[src/msxCartPkg.sv]
package msxCartPkg;

    // Basic bus types
    typedef logic [7:0]  byteT;
    typedef logic [15:0] busAddrT;

    // External RAM
    localparam int RamAddrWidth = 17;
    typedef logic [RamAddrWidth-1:0] ramAddrT;

    // Boot flash
    localparam int FlashAddrWidth = 20;
    typedef logic [FlashAddrWidth-1:0] flashAddrT;

    // BIOS image, copied from flash into RAM at boot
    localparam flashAddrT BiosFlashBase  = 20'h10000;
    localparam ramAddrT   BiosRamBase    = 17'h00000;
    localparam int        BiosBytes      = 16384;
    localparam busAddrT   BiosWindowBase = 16'h4000;    // Page 1

    // RAM cartridge area, cleared at boot
    localparam ramAddrT   RamCartBase       = 17'h08000;
    localparam int        RamCartBytes      = 32768;
    localparam busAddrT   RamCartWindowBase = 16'h8000;  // Pages 2 and 3

    // Secondary slot register
    localparam busAddrT SubslotRegAddr = 16'hFFFF;
    localparam byteT    UnmappedData   = 8'hFF;         // Open bus value
    localparam int      PageCount      = 4;             // 16 KB pages in 64 KB
    typedef logic [1:0] subslotT;

    // Boot loader sequence
    typedef enum logic [1:0] {
        BootCopyRead,       // Fetch one BIOS byte from flash
        BootCopyWrite,      // Store it into RAM
        BootClear,          // Zero the RAM cartridge area
        BootDone
    } bootStateT;

    // Kind of access in flight
    typedef enum logic [1:0] {
        AccIdle,
        AccRead,
        AccWrite
    } accessT;

endpackage

[src/ramArbiter.sv]
module ramArbiter import msxCartPkg::*; (
    input  logic    CLK,
    input  logic    RESET_n,

    // Client 0, boot loader (highest priority)
    input  logic    ReqRd0,
    input  logic    ReqWr0,
    input  ramAddrT ReqAddr0,
    input  byteT    ReqWrData0,
    output logic    Ack0,

    // Client 1, BIOS window
    input  logic    ReqRd1,
    input  logic    ReqWr1,
    input  ramAddrT ReqAddr1,
    input  byteT    ReqWrData1,
    output logic    Ack1,

    // Client 2, RAM cartridge
    input  logic    ReqRd2,
    input  logic    ReqWr2,
    input  ramAddrT ReqAddr2,
    input  byteT    ReqWrData2,
    output logic    Ack2,

    output byteT    AckRdData,      // Valid with any Ack

    // External RAM port
    output ramAddrT RamAddr,
    output byteT    RamWrData,
    output logic    RamRd,
    output logic    RamWr,
    input  byteT    RamRdData,
    input  logic    RamAck
);
    logic [2:0] reqAny;
    logic [2:0] grant;      // One-hot, zero when idle

    assign reqAny = {ReqRd2 || ReqWr2, ReqRd1 || ReqWr1, ReqRd0 || ReqWr0};

    // Grant is taken only when idle and held until the RAM answers
    always_ff @(posedge CLK or negedge RESET_n) begin
        if (!RESET_n) begin
            grant <= '0;
        end else if (grant == '0) begin
            if (reqAny[0])      grant <= 3'b001;
            else if (reqAny[1]) grant <= 3'b010;
            else if (reqAny[2]) grant <= 3'b100;
        end else if (RamAck) begin
            grant <= '0;
        end
    end

    // Route the granted client out to the RAM
    always_comb begin
        RamRd     = 1'b0;
        RamWr     = 1'b0;
        RamAddr   = ReqAddr0;
        RamWrData = ReqWrData0;
        if (grant[0]) begin
            RamRd = ReqRd0;
            RamWr = ReqWr0;
        end else if (grant[1]) begin
            RamRd     = ReqRd1;
            RamWr     = ReqWr1;
            RamAddr   = ReqAddr1;
            RamWrData = ReqWrData1;
        end else if (grant[2]) begin
            RamRd     = ReqRd2;
            RamWr     = ReqWr2;
            RamAddr   = ReqAddr2;
            RamWrData = ReqWrData2;
        end
    end

    assign Ack0      = grant[0] && RamAck;
    assign Ack1      = grant[1] && RamAck;
    assign Ack2      = grant[2] && RamAck;
    assign AckRdData = RamRdData;

    // A client keeps its request up from grant to acknowledge
    ackNeedsRequest: assert property (@(posedge CLK) disable iff (!RESET_n)
        ({Ack2, Ack1, Ack0} & ~reqAny) == 3'b000);

endmodule

[src/slotExpander.sv]
module slotExpander import msxCartPkg::*; (
    input  logic    CLK,
    input  logic    RESET_n,
    input  logic    Ready,          // Boot finished
    input  logic    SltSl_n,
    input  busAddrT Addr,
    input  byteT    BusWrData,
    input  logic    Rd,
    input  logic    Wr,
    output byteT    RdData,
    output logic    BusDone,
    output logic    Wait_n,
    output logic    BiosRd,         // Subslot 0
    output logic    BiosWr,
    input  logic    BiosDone,
    input  byteT    BiosData,
    output logic    RamRd,          // Subslot 1
    output logic    RamWr,
    input  logic    RamDone,
    input  byteT    RamData
);
    logic [2*PageCount-1:0] subslotReg;     // Two bits per page
    logic    open;                          // Cartridge access until BusDone
    logic    accept;
    logic    isReg;
    logic    toCart;
    accessT  hostAcc;
    subslotT pageSub;

    always_comb begin
        if (SltSl_n)  hostAcc = AccIdle;
        else if (Rd)  hostAcc = AccRead;
        else if (Wr)  hostAcc = AccWrite;
        else          hostAcc = AccIdle;
    end

    assign isReg   = Addr == SubslotRegAddr;
    assign pageSub = subslotReg[{Addr[15:14], 1'b0} +: 2];
    assign toCart  = !isReg && (pageSub == 2'd0 || pageSub == 2'd1);
    assign accept  = hostAcc != AccIdle && (!open || BusDone);

    assign BiosRd = accept && toCart && pageSub == 2'd0 && hostAcc == AccRead;
    assign BiosWr = accept && toCart && pageSub == 2'd0 && hostAcc == AccWrite;
    assign RamRd  = accept && toCart && pageSub == 2'd1 && hostAcc == AccRead;
    assign RamWr  = accept && toCart && pageSub == 2'd1 && hostAcc == AccWrite;

    assign Wait_n = Ready && !open;

    always_ff @(posedge CLK or negedge RESET_n) begin
        if (!RESET_n) begin
            subslotReg <= '0;
            open       <= 1'b0;
            BusDone    <= 1'b0;
        end else begin
            // Register and empty subslots answer in one cycle
            BusDone <= BiosDone || RamDone || (accept && !toCart);
            if (accept && isReg && hostAcc == AccWrite)
                subslotReg <= BusWrData;
            if (accept)
                open <= toCart;
            else if (BusDone)
                open <= 1'b0;
        end
    end

    always_ff @(posedge CLK) begin
        if (BiosDone)     RdData <= BiosData;
        else if (RamDone) RdData <= RamData;
        else if (accept)  RdData <= isReg ? ~subslotReg : UnmappedData;
    end

    // Host waits for BusDone before its next strobe
    noStrobeWhileOpen: assert property (@(posedge CLK) disable iff (!RESET_n)
        open && !BusDone |-> hostAcc == AccIdle);

endmodule

[src/memCartridge.sv]
module memCartridge import msxCartPkg::*; #(
    parameter busAddrT WindowBase  = BiosWindowBase,
    parameter int      WindowBytes = BiosBytes,
    parameter ramAddrT RamBase     = BiosRamBase,
    parameter bit      Writable    = 1'b0
) (
    input  logic    CLK,
    input  logic    RESET_n,

    // Strobes from the slot expander
    input  logic    Rd,
    input  logic    Wr,
    input  busAddrT Addr,
    input  byteT    WrData,
    output logic    Done,
    output byteT    Data,

    // RAM client side
    output logic    ReqRd,
    output logic    ReqWr,
    output ramAddrT ReqAddr,
    output byteT    ReqWrData,
    input  logic    Ack,
    input  byteT    ReqRdData
);
    accessT  state;
    busAddrT offset;
    logic    inWindow;
    logic    skipRam;

    // Wraps past the window end when Addr is below the base
    assign offset   = Addr - WindowBase;
    assign inWindow = int'(offset) < WindowBytes;
    assign skipRam  = !inWindow || (Wr && !Writable);   // Read-only window drops writes

    always_ff @(posedge CLK or negedge RESET_n) begin
        if (!RESET_n) begin
            state <= AccIdle;
            Done  <= 1'b0;
        end else begin
            Done <= 1'b0;
            case (state)
                AccIdle: begin
                    if (Rd || Wr) begin
                        if (skipRam)
                            Done <= 1'b1;
                        else
                            state <= Rd ? AccRead : AccWrite;
                    end
                end
                default: begin
                    if (Ack) begin
                        state <= AccIdle;
                        Done  <= 1'b1;
                    end
                end
            endcase
        end
    end

    // Address and data captured at the strobe
    always_ff @(posedge CLK) begin
        if (state == AccIdle && (Rd || Wr)) begin
            ReqAddr   <= RamBase + ramAddrT'(offset);
            ReqWrData <= WrData;
            Data      <= UnmappedData;
        end else if (state == AccRead && Ack) begin
            Data <= ReqRdData;
        end
    end

    assign ReqRd = state == AccRead;
    assign ReqWr = state == AccWrite;

endmodule

[src/bootLoader.sv]
module bootLoader import msxCartPkg::*; (
    input  logic      CLK,
    input  logic      RESET_n,

    // Flash
    output flashAddrT FlashAddr,
    output logic      FlashRd,
    input  byteT      FlashData,
    input  logic      FlashAck,

    // RAM client side
    output logic      ReqRd,
    output logic      ReqWr,
    output ramAddrT   ReqAddr,
    output byteT      ReqWrData,
    input  logic      Ack,

    output logic      Ready         // Releases the rest of the cartridge
);
    bootStateT state;
    logic [$clog2(RamCartBytes)-1:0] count;     // Wide enough for either phase
    byteT      biosByte;
    logic      lastCopy;
    logic      lastClear;

    assign lastCopy  = int'(count) == BiosBytes - 1;
    assign lastClear = int'(count) == RamCartBytes - 1;

    always_ff @(posedge CLK or negedge RESET_n) begin
        if (!RESET_n) begin
            state   <= BootCopyRead;
            count   <= '0;
            FlashRd <= 1'b0;
            ReqWr   <= 1'b0;
            Ready   <= 1'b0;
        end else begin
            case (state)
                BootCopyRead: begin
                    if (FlashAck) begin
                        FlashRd <= 1'b0;
                        state   <= BootCopyWrite;
                    end else begin
                        FlashRd <= 1'b1;
                    end
                end
                BootCopyWrite: begin
                    if (Ack) begin
                        ReqWr <= 1'b0;
                        if (lastCopy) begin
                            count <= '0;
                            state <= BootClear;
                        end else begin
                            count <= count + 1'b1;
                            state <= BootCopyRead;
                        end
                    end else begin
                        ReqWr <= 1'b1;
                    end
                end
                BootClear: begin
                    if (Ack) begin
                        ReqWr <= 1'b0;
                        if (lastClear) begin
                            state <= BootDone;
                            Ready <= 1'b1;
                        end else begin
                            count <= count + 1'b1;
                        end
                    end else begin
                        ReqWr <= 1'b1;
                    end
                end
                default: ;      // Stays here until reset
            endcase
        end
    end

    // Flash byte held for the following RAM write
    always_ff @(posedge CLK) begin
        if (state == BootCopyRead && FlashAck)
            biosByte <= FlashData;
    end

    assign FlashAddr = BiosFlashBase + flashAddrT'(count);
    assign ReqRd     = 1'b0;    // Boot only writes
    assign ReqAddr   = (state == BootCopyWrite) ? BiosRamBase + ramAddrT'(count)
                                                : RamCartBase + ramAddrT'(count);
    assign ReqWrData = (state == BootCopyWrite) ? biosByte : 8'h00;

    // Flash is left alone once the cartridge runs
    noFlashAfterBoot: assert property (@(posedge CLK) disable iff (!RESET_n)
        state == BootDone |-> !FlashRd);

endmodule

[src/cartridgeMain.sv]
module cartridgeMain import msxCartPkg::*; (
    input  logic      CLK,
    input  logic      RESET_n,

    // Host bus
    input  logic      SltSl_n,
    input  busAddrT   Addr,
    input  byteT      BusWrData,
    input  logic      Rd,
    input  logic      Wr,
    output byteT      RdData,
    output logic      BusDone,
    output logic      Wait_n,

    // Flash
    output flashAddrT FlashAddr,
    output logic      FlashRd,
    input  byteT      FlashData,
    input  logic      FlashAck,

    // External RAM
    output ramAddrT   RamAddr,
    output byteT      RamWrData,
    output logic      RamRd,
    output logic      RamWr,
    input  byteT      RamRdData,
    input  logic      RamAck
);
    logic    sysReset_n;                // Boot loader Ready
    logic    bootRd, bootWr, bootAck;
    ramAddrT bootAddr;
    byteT    bootWrData;
    logic    biosRd, biosWr, biosDone, biosReqRd, biosReqWr, biosAck;
    byteT    biosData, biosReqWrData;
    ramAddrT biosReqAddr;
    logic    cartRd, cartWr, cartDone, cartReqRd, cartReqWr, cartAck;
    byteT    cartData, cartReqWrData;
    ramAddrT cartReqAddr;
    byteT    ramData;                   // Shared client read data

    bootLoader u_boot (
        .CLK, .RESET_n,
        .FlashAddr, .FlashRd, .FlashData, .FlashAck,
        .ReqRd(bootRd), .ReqWr(bootWr), .ReqAddr(bootAddr), .ReqWrData(bootWrData),
        .Ack(bootAck), .Ready(sysReset_n)
    );

    slotExpander u_sltexp (
        .CLK, .RESET_n(sysReset_n), .Ready(sysReset_n),
        .SltSl_n, .Addr, .BusWrData, .Rd, .Wr, .RdData, .BusDone, .Wait_n,
        .BiosRd(biosRd), .BiosWr(biosWr), .BiosDone(biosDone), .BiosData(biosData),
        .RamRd(cartRd), .RamWr(cartWr), .RamDone(cartDone), .RamData(cartData)
    );

    // Read-only copy of the BIOS on page 1
    memCartridge #(
        .WindowBase(BiosWindowBase), .WindowBytes(BiosBytes),
        .RamBase(BiosRamBase), .Writable(1'b0)
    ) u_bios (
        .CLK, .RESET_n(sysReset_n),
        .Rd(biosRd), .Wr(biosWr), .Addr, .WrData(BusWrData),
        .Done(biosDone), .Data(biosData),
        .ReqRd(biosReqRd), .ReqWr(biosReqWr), .ReqAddr(biosReqAddr),
        .ReqWrData(biosReqWrData), .Ack(biosAck), .ReqRdData(ramData)
    );

    memCartridge #(
        .WindowBase(RamCartWindowBase), .WindowBytes(RamCartBytes),
        .RamBase(RamCartBase), .Writable(1'b1)
    ) u_ramcart (
        .CLK, .RESET_n(sysReset_n),
        .Rd(cartRd), .Wr(cartWr), .Addr, .WrData(BusWrData),
        .Done(cartDone), .Data(cartData),
        .ReqRd(cartReqRd), .ReqWr(cartReqWr), .ReqAddr(cartReqAddr),
        .ReqWrData(cartReqWrData), .Ack(cartAck), .ReqRdData(ramData)
    );

    // Runs from the raw reset so boot can use it
    ramArbiter u_arb (
        .CLK, .RESET_n,
        .ReqRd0(bootRd), .ReqWr0(bootWr), .ReqAddr0(bootAddr),
        .ReqWrData0(bootWrData), .Ack0(bootAck),
        .ReqRd1(biosReqRd), .ReqWr1(biosReqWr), .ReqAddr1(biosReqAddr),
        .ReqWrData1(biosReqWrData), .Ack1(biosAck),
        .ReqRd2(cartReqRd), .ReqWr2(cartReqWr), .ReqAddr2(cartReqAddr),
        .ReqWrData2(cartReqWrData), .Ack2(cartAck),
        .AckRdData(ramData),
        .RamAddr, .RamWrData, .RamRd, .RamWr, .RamRdData, .RamAck
    );

endmodule

[config.mk]
export PLATFORM = sky130hd
export DESIGN_NAME = cartridgeMain
export DESIGN_NICKNAME = d
export VERILOG_FILES = /design/src/msxCartPkg.sv /design/src/ramArbiter.sv /design/src/slotExpander.sv /design/src/memCartridge.sv /design/src/bootLoader.sv /design/src/cartridgeMain.sv
export SDC_FILE = /design/constraint.sdc
export NUM_CORES = 1
export LEC_CHECK = 0
export ABC_AREA = 1
export BUFFER_PORTS_ARGS = -buffer_cell sky130_fd_sc_hd__buf_4
export CAP_MARGIN = 15
export CORE_MARGIN = 3
export CORE_UTILIZATION = 24
export CTS_CLUSTER_SIZE = 25
export DETAILED_ROUTE_END_ITERATION = 10
export MAX_ROUTING_LAYER = met4
export PLACE_DENSITY = 0.48
export SLEW_MARGIN = 10
export SYNTH_ARGS = -nofsm -noshare
export SYNTH_HDL_FRONTEND = slang
export SYNTH_SLANG_ARGS = --single-unit
[constraint.sdc]
create_clock -name CLK -period 1.5 [get_ports CLK]
set_input_delay 0.075 -clock CLK [delete_from_list [all_inputs] [get_ports CLK]]
set_output_delay 0.075 -clock CLK [all_outputs]
set_load 0.01 [all_outputs]
# Word-level counts from Yosys, hierarchy flattened
# Cells that the tools add are included.
dict set report classes {
  reduce_logical 54
  muxes 59
  order_cmp 2
  n_div 0
  shifts 1
  n_eq_ne 22
  n_addsub 6
  multipliers 0
  bitwise 1
}
# op count
set op_table {}
lappend op_table {{17-bit two-way mux} 4}
lappend op_table {{8-bit two-way mux} 8}
lappend op_table {{15-bit two-way mux} 4}
lappend op_table {{2-bit two-way mux} 18}
lappend op_table {{15-bit case mux with 2 select lines} 1}
lappend op_table {{1-bit logical AND} 21}
lappend op_table {{17-bit by 15-bit adder with 18-bit output, first input constant} 1}
lappend op_table {{1-bit two-way mux} 18}
lappend op_table {{16-bit by 15-bit adder with 17-bit output, first input constant} 1}
lappend op_table {{16-bit by 16-bit adder with 17-bit output, first input constant} 1}
lappend op_table {{16-bit == test, second input constant} 1}
lappend op_table {{16-bit by 15-bit less-than comparator with 1-bit output, second input constant} 1}
lappend op_table {{16-bit less-than comparator, second input constant} 1}
lappend op_table {{16-bit by 15-bit subtractor with 16-bit output, second input constant} 1}
lappend op_table {{16-bit subtractor, second input constant} 1}
lappend op_table {{15-bit by 1-bit adder with 15-bit output, second input constant} 1}
lappend op_table {{15-bit by 1-bit == test with 1-bit output, second input constant} 1}
lappend op_table {{15-bit == test, second input constant} 1}
lappend op_table {{3-bit two-way mux} 5}
lappend op_table {{2-bit != test, second input constant} 7}
lappend op_table {{2-bit nonzero test} 6}
lappend op_table {{2-bit by 1-bit == test with 1-bit output, second input constant} 5}
lappend op_table {{1-bit logical OR} 9}
lappend op_table {{3-bit AND reduction} 3}
lappend op_table {{14 further kinds} 25}
dict set report word_totals {
  latch_bits 0
  memories 0
  wordCells 166
  inputBits 47
  out_inout_bits 58
  mem_bits_ro 0
  register_bits 120
  mem_bits_rw 0
}

# Logic depth before layout (Yosys ltp)
dict set report depth {
  word_depth 12
  mapped_depth 11
  mapped_depth_nobuf 11
}

# Hierarchy
# Synthesis repeated with hierarchy kept, for this count alone.
dict set report unflattened {
  hier_cells 695
  hier_area_um2 6426.2
}
# module seq_area_each_um2 cells_per_inst instances area_each_um2
set modules_own_cells {}
lappend modules_own_cells {bootLoader 740.7 213 1 1696.6}
lappend modules_own_cells {{memCartridge at u_ramcart} 985.9 87 1 1242.4}
lappend modules_own_cells {{memCartridge at u_bios} 955.9 88 1 1239.9}
lappend modules_own_cells {slotExpander 490.5 167 1 1161.1}
lappend modules_own_cells {ramArbiter 75.1 140 1 1086.0}

# Worst setup path before layout
# Ideal clock, no wire load.
dict set report synth_timing {
  path_type {register to register}
  from {register u_sltexp.open}
  to {register u_ramcart.ReqAddr[0], enable pin}
  t_required_ns 1.120
  arrival_ns 1.641
  path_stages_with_launch 8
  path_buffers 0
  synth_period_minus_slack_ns 2.021
  setup_ns 0.380
  setup_slack_ns -0.521
  path_cell_list {dfrtp_1 inv_1 nor2_1 nor2_1 nand3_1 nor2_1 nand2_1 inv_1}
}
dict set report synth_via {
  elab_chain_cells 8
  word_cells_on_any_way 9
  cone_classes {reduce/logical: 9}
}
# element line_no
set synth_rtl {}
lappend synth_rtl {{start: declaration} slotExpander.sv:23} ;# logic open;
lappend synth_rtl {{start signal: assignment} slotExpander.sv:60} ;# open <= toCart;
lappend synth_rtl {{1-bit zero test (*)} slotExpander.sv:40} ;# assign accept = hostAcc != AccIdle && (!open || BusDone);
lappend synth_rtl {{1-bit logical OR (*)} slotExpander.sv:40}
lappend synth_rtl {{1-bit logical AND (*)} slotExpander.sv:40}
lappend synth_rtl {{1-bit logical AND (*) (2 in series)} {slotExpander.sv:44, slotExpander.sv:45}}
lappend synth_rtl {{1-bit logical AND, on equally long branches} {slotExpander.sv:44, slotExpander.sv:45}}
lappend synth_rtl {{1-bit logical OR (*)} memCartridge.sv:63} ;# if (state == AccIdle && (Rd || Wr)) begin
lappend synth_rtl {{1-bit logical AND (*)} memCartridge.sv:63}
lappend synth_rtl {{end signal: assignment} memCartridge.sv:64} ;# ReqAddr <= RamBase + ramAddrT'(offset);
lappend synth_rtl {{end: declaration} memCartridge.sv:21} ;# output ramAddrT ReqAddr,
# Mark *: on every way between the ends. The rest lies on a longest branch, timed or not.
# A chain may end at the register's enable or synchronous reset.

# Worst setup path in the final report
dict set report layout_timing {
  from {register u_arb.grant[0]}
  to {output RamAddr[13]}
}
dict set report layout_via {
  elab_chain_cells 1
}
# element line_no
set layout_rtl {}
lappend layout_rtl {{start: declaration} ramArbiter.sv:37} ;# logic [2:0] grant;
lappend layout_rtl {{start signal: assignment} ramArbiter.sv:44} ;# grant <= '0;
lappend layout_rtl {{start signal: assignment} ramArbiter.sv:46} ;# if (reqAny[0]) grant <= 3'b001;
lappend layout_rtl {{start signal: assignment} ramArbiter.sv:47} ;# else if (reqAny[1]) grant <= 3'b010;
lappend layout_rtl {{17-bit two-way mux} ramArbiter.sv:60} ;# if (grant[0]) begin
lappend layout_rtl {{end: declaration} cartridgeMain.sv:22} ;# output ramAddrT RamAddr,
# Every way passes these cells.

==> metrics.txt <==
Antenna Violating Nets Remaining 0; Switching Share 0.3065; Mapped Area 0.005702 sq mm; most frequent cells in the layout buf_4, nand2_1, edfxtp_1; failing checks negative setup slack; Slew Viols, Final 0; core area 0.02298 sq mm; WHS Path Cells 5; status finished, violations left; GR Overflow Total 0; initial antenna violation count 0; Routed Wire Length 19,030 um; period utilization 1.255; clock transition at the registers of the reported paths 60 ps; Ant. Diodes 0; syn avg cell area 9.933 sq um; placed cells 1,072; area delta synth->final 68.29%; clock share of power 0.341; CP Max Fanout 12; Power Density 1248 mW/mm^2; worst r2r dst u_bios.ReqAddr[4]; leak pwr 4.100 nW; Crit path max-delay family buffers and inverters; via/cell ratio 4.390; largest net degree at the start of global routing 24; slowest stage delay, CP 420 ps; Critical Path, Cell by Cell buf_4 -> nor2_4 -> buf_12 -> a22oi_1 -> o211ai_1 -> buf_4; Internal Power 0.008302 W; Synth Register Bits 120; Min Clock Period, post-route 1883 ps; Sink Count 120; NetSw 0.003669 W; r2r setup slk -160 ps; CP Class reg2out; clock latency on the worst-skew pair 420 ps; hold path start SltSl_n; vias in the first global route 5,259; htree depth 4; CTS Buffer Depth 2; DR WL/cell 16.13 um; Final Core Density 0.4175; CTS tree done; Port Buf Inserts 99; unrepaired setup endpoints after global routing true; Reg2Reg Launch Point u_sltexp.subslotReg[2]; max_cap viols 0; Rel. slew slack 0.6696; Final GP Congestion 0.8113; CTS Buf Count 17; R2R depth 9; Worst Max-Slew Pin Slew 490.4 ps; cell taking the most area after synthesis edfxtp_1; HPWL after DPL 13,060 um; WP data required 1420 ps; initial core utilization 0.2481; sequential share of the synthesized area 0.5697; library cells used by synthesis 41; share of cells above drive strength 1 0.4487; clock root cell clkbuf_16; CP max stage cell dfrtp_1; Reg power frac 0.338; GRT Resource Usage Total 0.1522; Worst Skew 6.616 ps; Die Width 160.1 um; cell row count 55; final hold violation count 0; hold_ws 19.49 ps; top post-synthesis cells by area edfxtp_1, dfrtp_1, nand2_1; fin worst setup slack -382.6 ps; initial drt markers 271; CP Buf/Inv Count 3; Die Ht 160.1 um; Post-Layout Cell Count 1,180; VDD IR max 0.7757 mV; Final Setup Violations 93; combinational share of power 0.321; total power 0.01197 W; Top cell by count, worst path buf_4; Hold Path Class in2reg; full die area 0.02564 sq mm; Worst setup EP type output port; arrival time worst endpoint 1810 ps; Hold Path Sink u_ramcart.state[0]; drt drc 0; Synth Instances 574; nets@finish 914; Ys Warns 0; IO Count 105; Worst setup SP type flip-flop; post-synth top area share 0.3423; Vias 5,180; most common cell after layout, fill and taps aside buf_4; Peak Freq 531.2 MHz; first-pass GRT wire length 29,320 um; DR pass1 iterations 5
per-stage QoR:
step	cell area [sq um]	TNS, ps	setup slack, ps
6_report	9595	-15140	-382.6
2_1_floorplan	5766	-8393	-164.6
3_3_place_gp	7716	-7491	-130.6
5_1_grt	9595	-22990	-480.9
4_1_cts	9260	-16040	-427.6
3_5_place_dp	7716	-8869	-153.4
synthesized netlist by cell type (all sizes together):
cell / count
o221ai: 1
a21oi: 26
o21ai: 34
edfxtp: 65
a32o: 1
nand4: 11
buf: 9
nand3b: 1
o31ai: 2
and3: 1
ha: 13
a221oi: 2
clkbuf: 15
conb: 2
xnor2: 1
inv: 64
xor2: 10
a211oi: 1
nor4: 2
nor2: 26
nand2: 105
dfrtp: 39
o22ai: 1
nor3: 10
dfxtp: 16
clkinv: 2
a22oi: 16
mux2: 8
nand3: 59
o211ai: 31
per-layer routing:
layer,track usage,wire length (um),vias to the layer above
met4,0.05128,437,0
li1,-,-,2576
met1,0.1926,8703,2477
met5,-,0,-
met3,0.03684,667,28
met2,0.2396,9219,99
tightest hold or removal path, delay by kind of cell:
family,cells,cell delay (ps)
simple gates,3,140
buf+inv,2,180
repair_timing:
item	in CTS	in global routing
hold buffers	40	0
gates resized for setup	61	76
pin swaps	21	30
endpoints found under the setup margin	92	119
gates cloned	8	2
hold endpoints to repair	100	0
buffers inserted	21	17
kinds of logic after synthesis:
| kind of cell | Yosys count | synth area share |
|---|---|---|
| simple gates | 215 | 0.1725 |
| xor+xnor | 11 | 0.01690 |
| buf+inv | 90 | 0.06539 |
| other cells | 2 | 0.001317 |
| mux | 8 | 0.01580 |
| compound gates | 115 | 0.1299 |
| fa+ha+maj | 13 | 0.02853 |
| flops | 120 | 0.5697 |
power groups by stage:
stage | Clock, W | Sequential [W] | Combinational, W
after floorplan | 0 | 0.00408 | 0.00139
after global placement | 0 | 0.00411 | 0.00300
after detailed placement | 0 | 0.00411 | 0.00300
after CTS | 0.00415 | 0.00404 | 0.00361
after global routing | 0.00430 | 0.00408 | 0.00413
final | 0.00408 | 0.00405 | 0.00384
layout make-up:
class | instances | area [sq um]
fillers | 2249 | 13390
repair inverters | 1 | 6.256
multi-input cells | 367 | 2500
repair buffers | 281 | 2572
clock inverters | 9 | 70.07
well taps | 313 | 391.6
flip-flops and latches | 120 | 3252
clock buffers | 23 | 531.8
inverters | 66 | 271.5
sequential cells by signal (all words and copies together), names as in the netlist, 2 cells and up:
| register | cells |
|---|---|
| u_sltexp.RdData | 8 |
| u_ramcart.ReqAddr | 17 |
| u_bios.ReqAddr | 16 |
| u_bios.state | 2 |
| u_ramcart.state | 2 |
| u_bios.Data | 8 |
| u_boot.state | 2 |
| u_sltexp.subslotReg | 8 |
| u_boot.count | 15 |
| u_arb.grant | 3 |
| u_boot.biosByte | 8 |
| u_ramcart.ReqWrData | 8 |
| u_ramcart.Data | 8 |
| u_bios.ReqWrData | 8 |
worst max-delay path by stage:
stage,depth (start not counted),slack (ps),from,end
finish,6,-380,u_arb.grant[0],RamAddr[13]
global route,7,-480,u_arb.grant[0],RamAddr[2]
CTS,7,-430,u_arb.grant[0],RamAddr[13]
detailed placement,10,-150,Addr[14],u_bios.ReqAddr[6]
global placement,12,-130,Addr[5],u_bios.ReqAddr[6]
floorplan,7,-160,u_sltexp.open,u_bios.ReqAddr[0]
No activity file was read; power rests on OpenSTA's default activity.
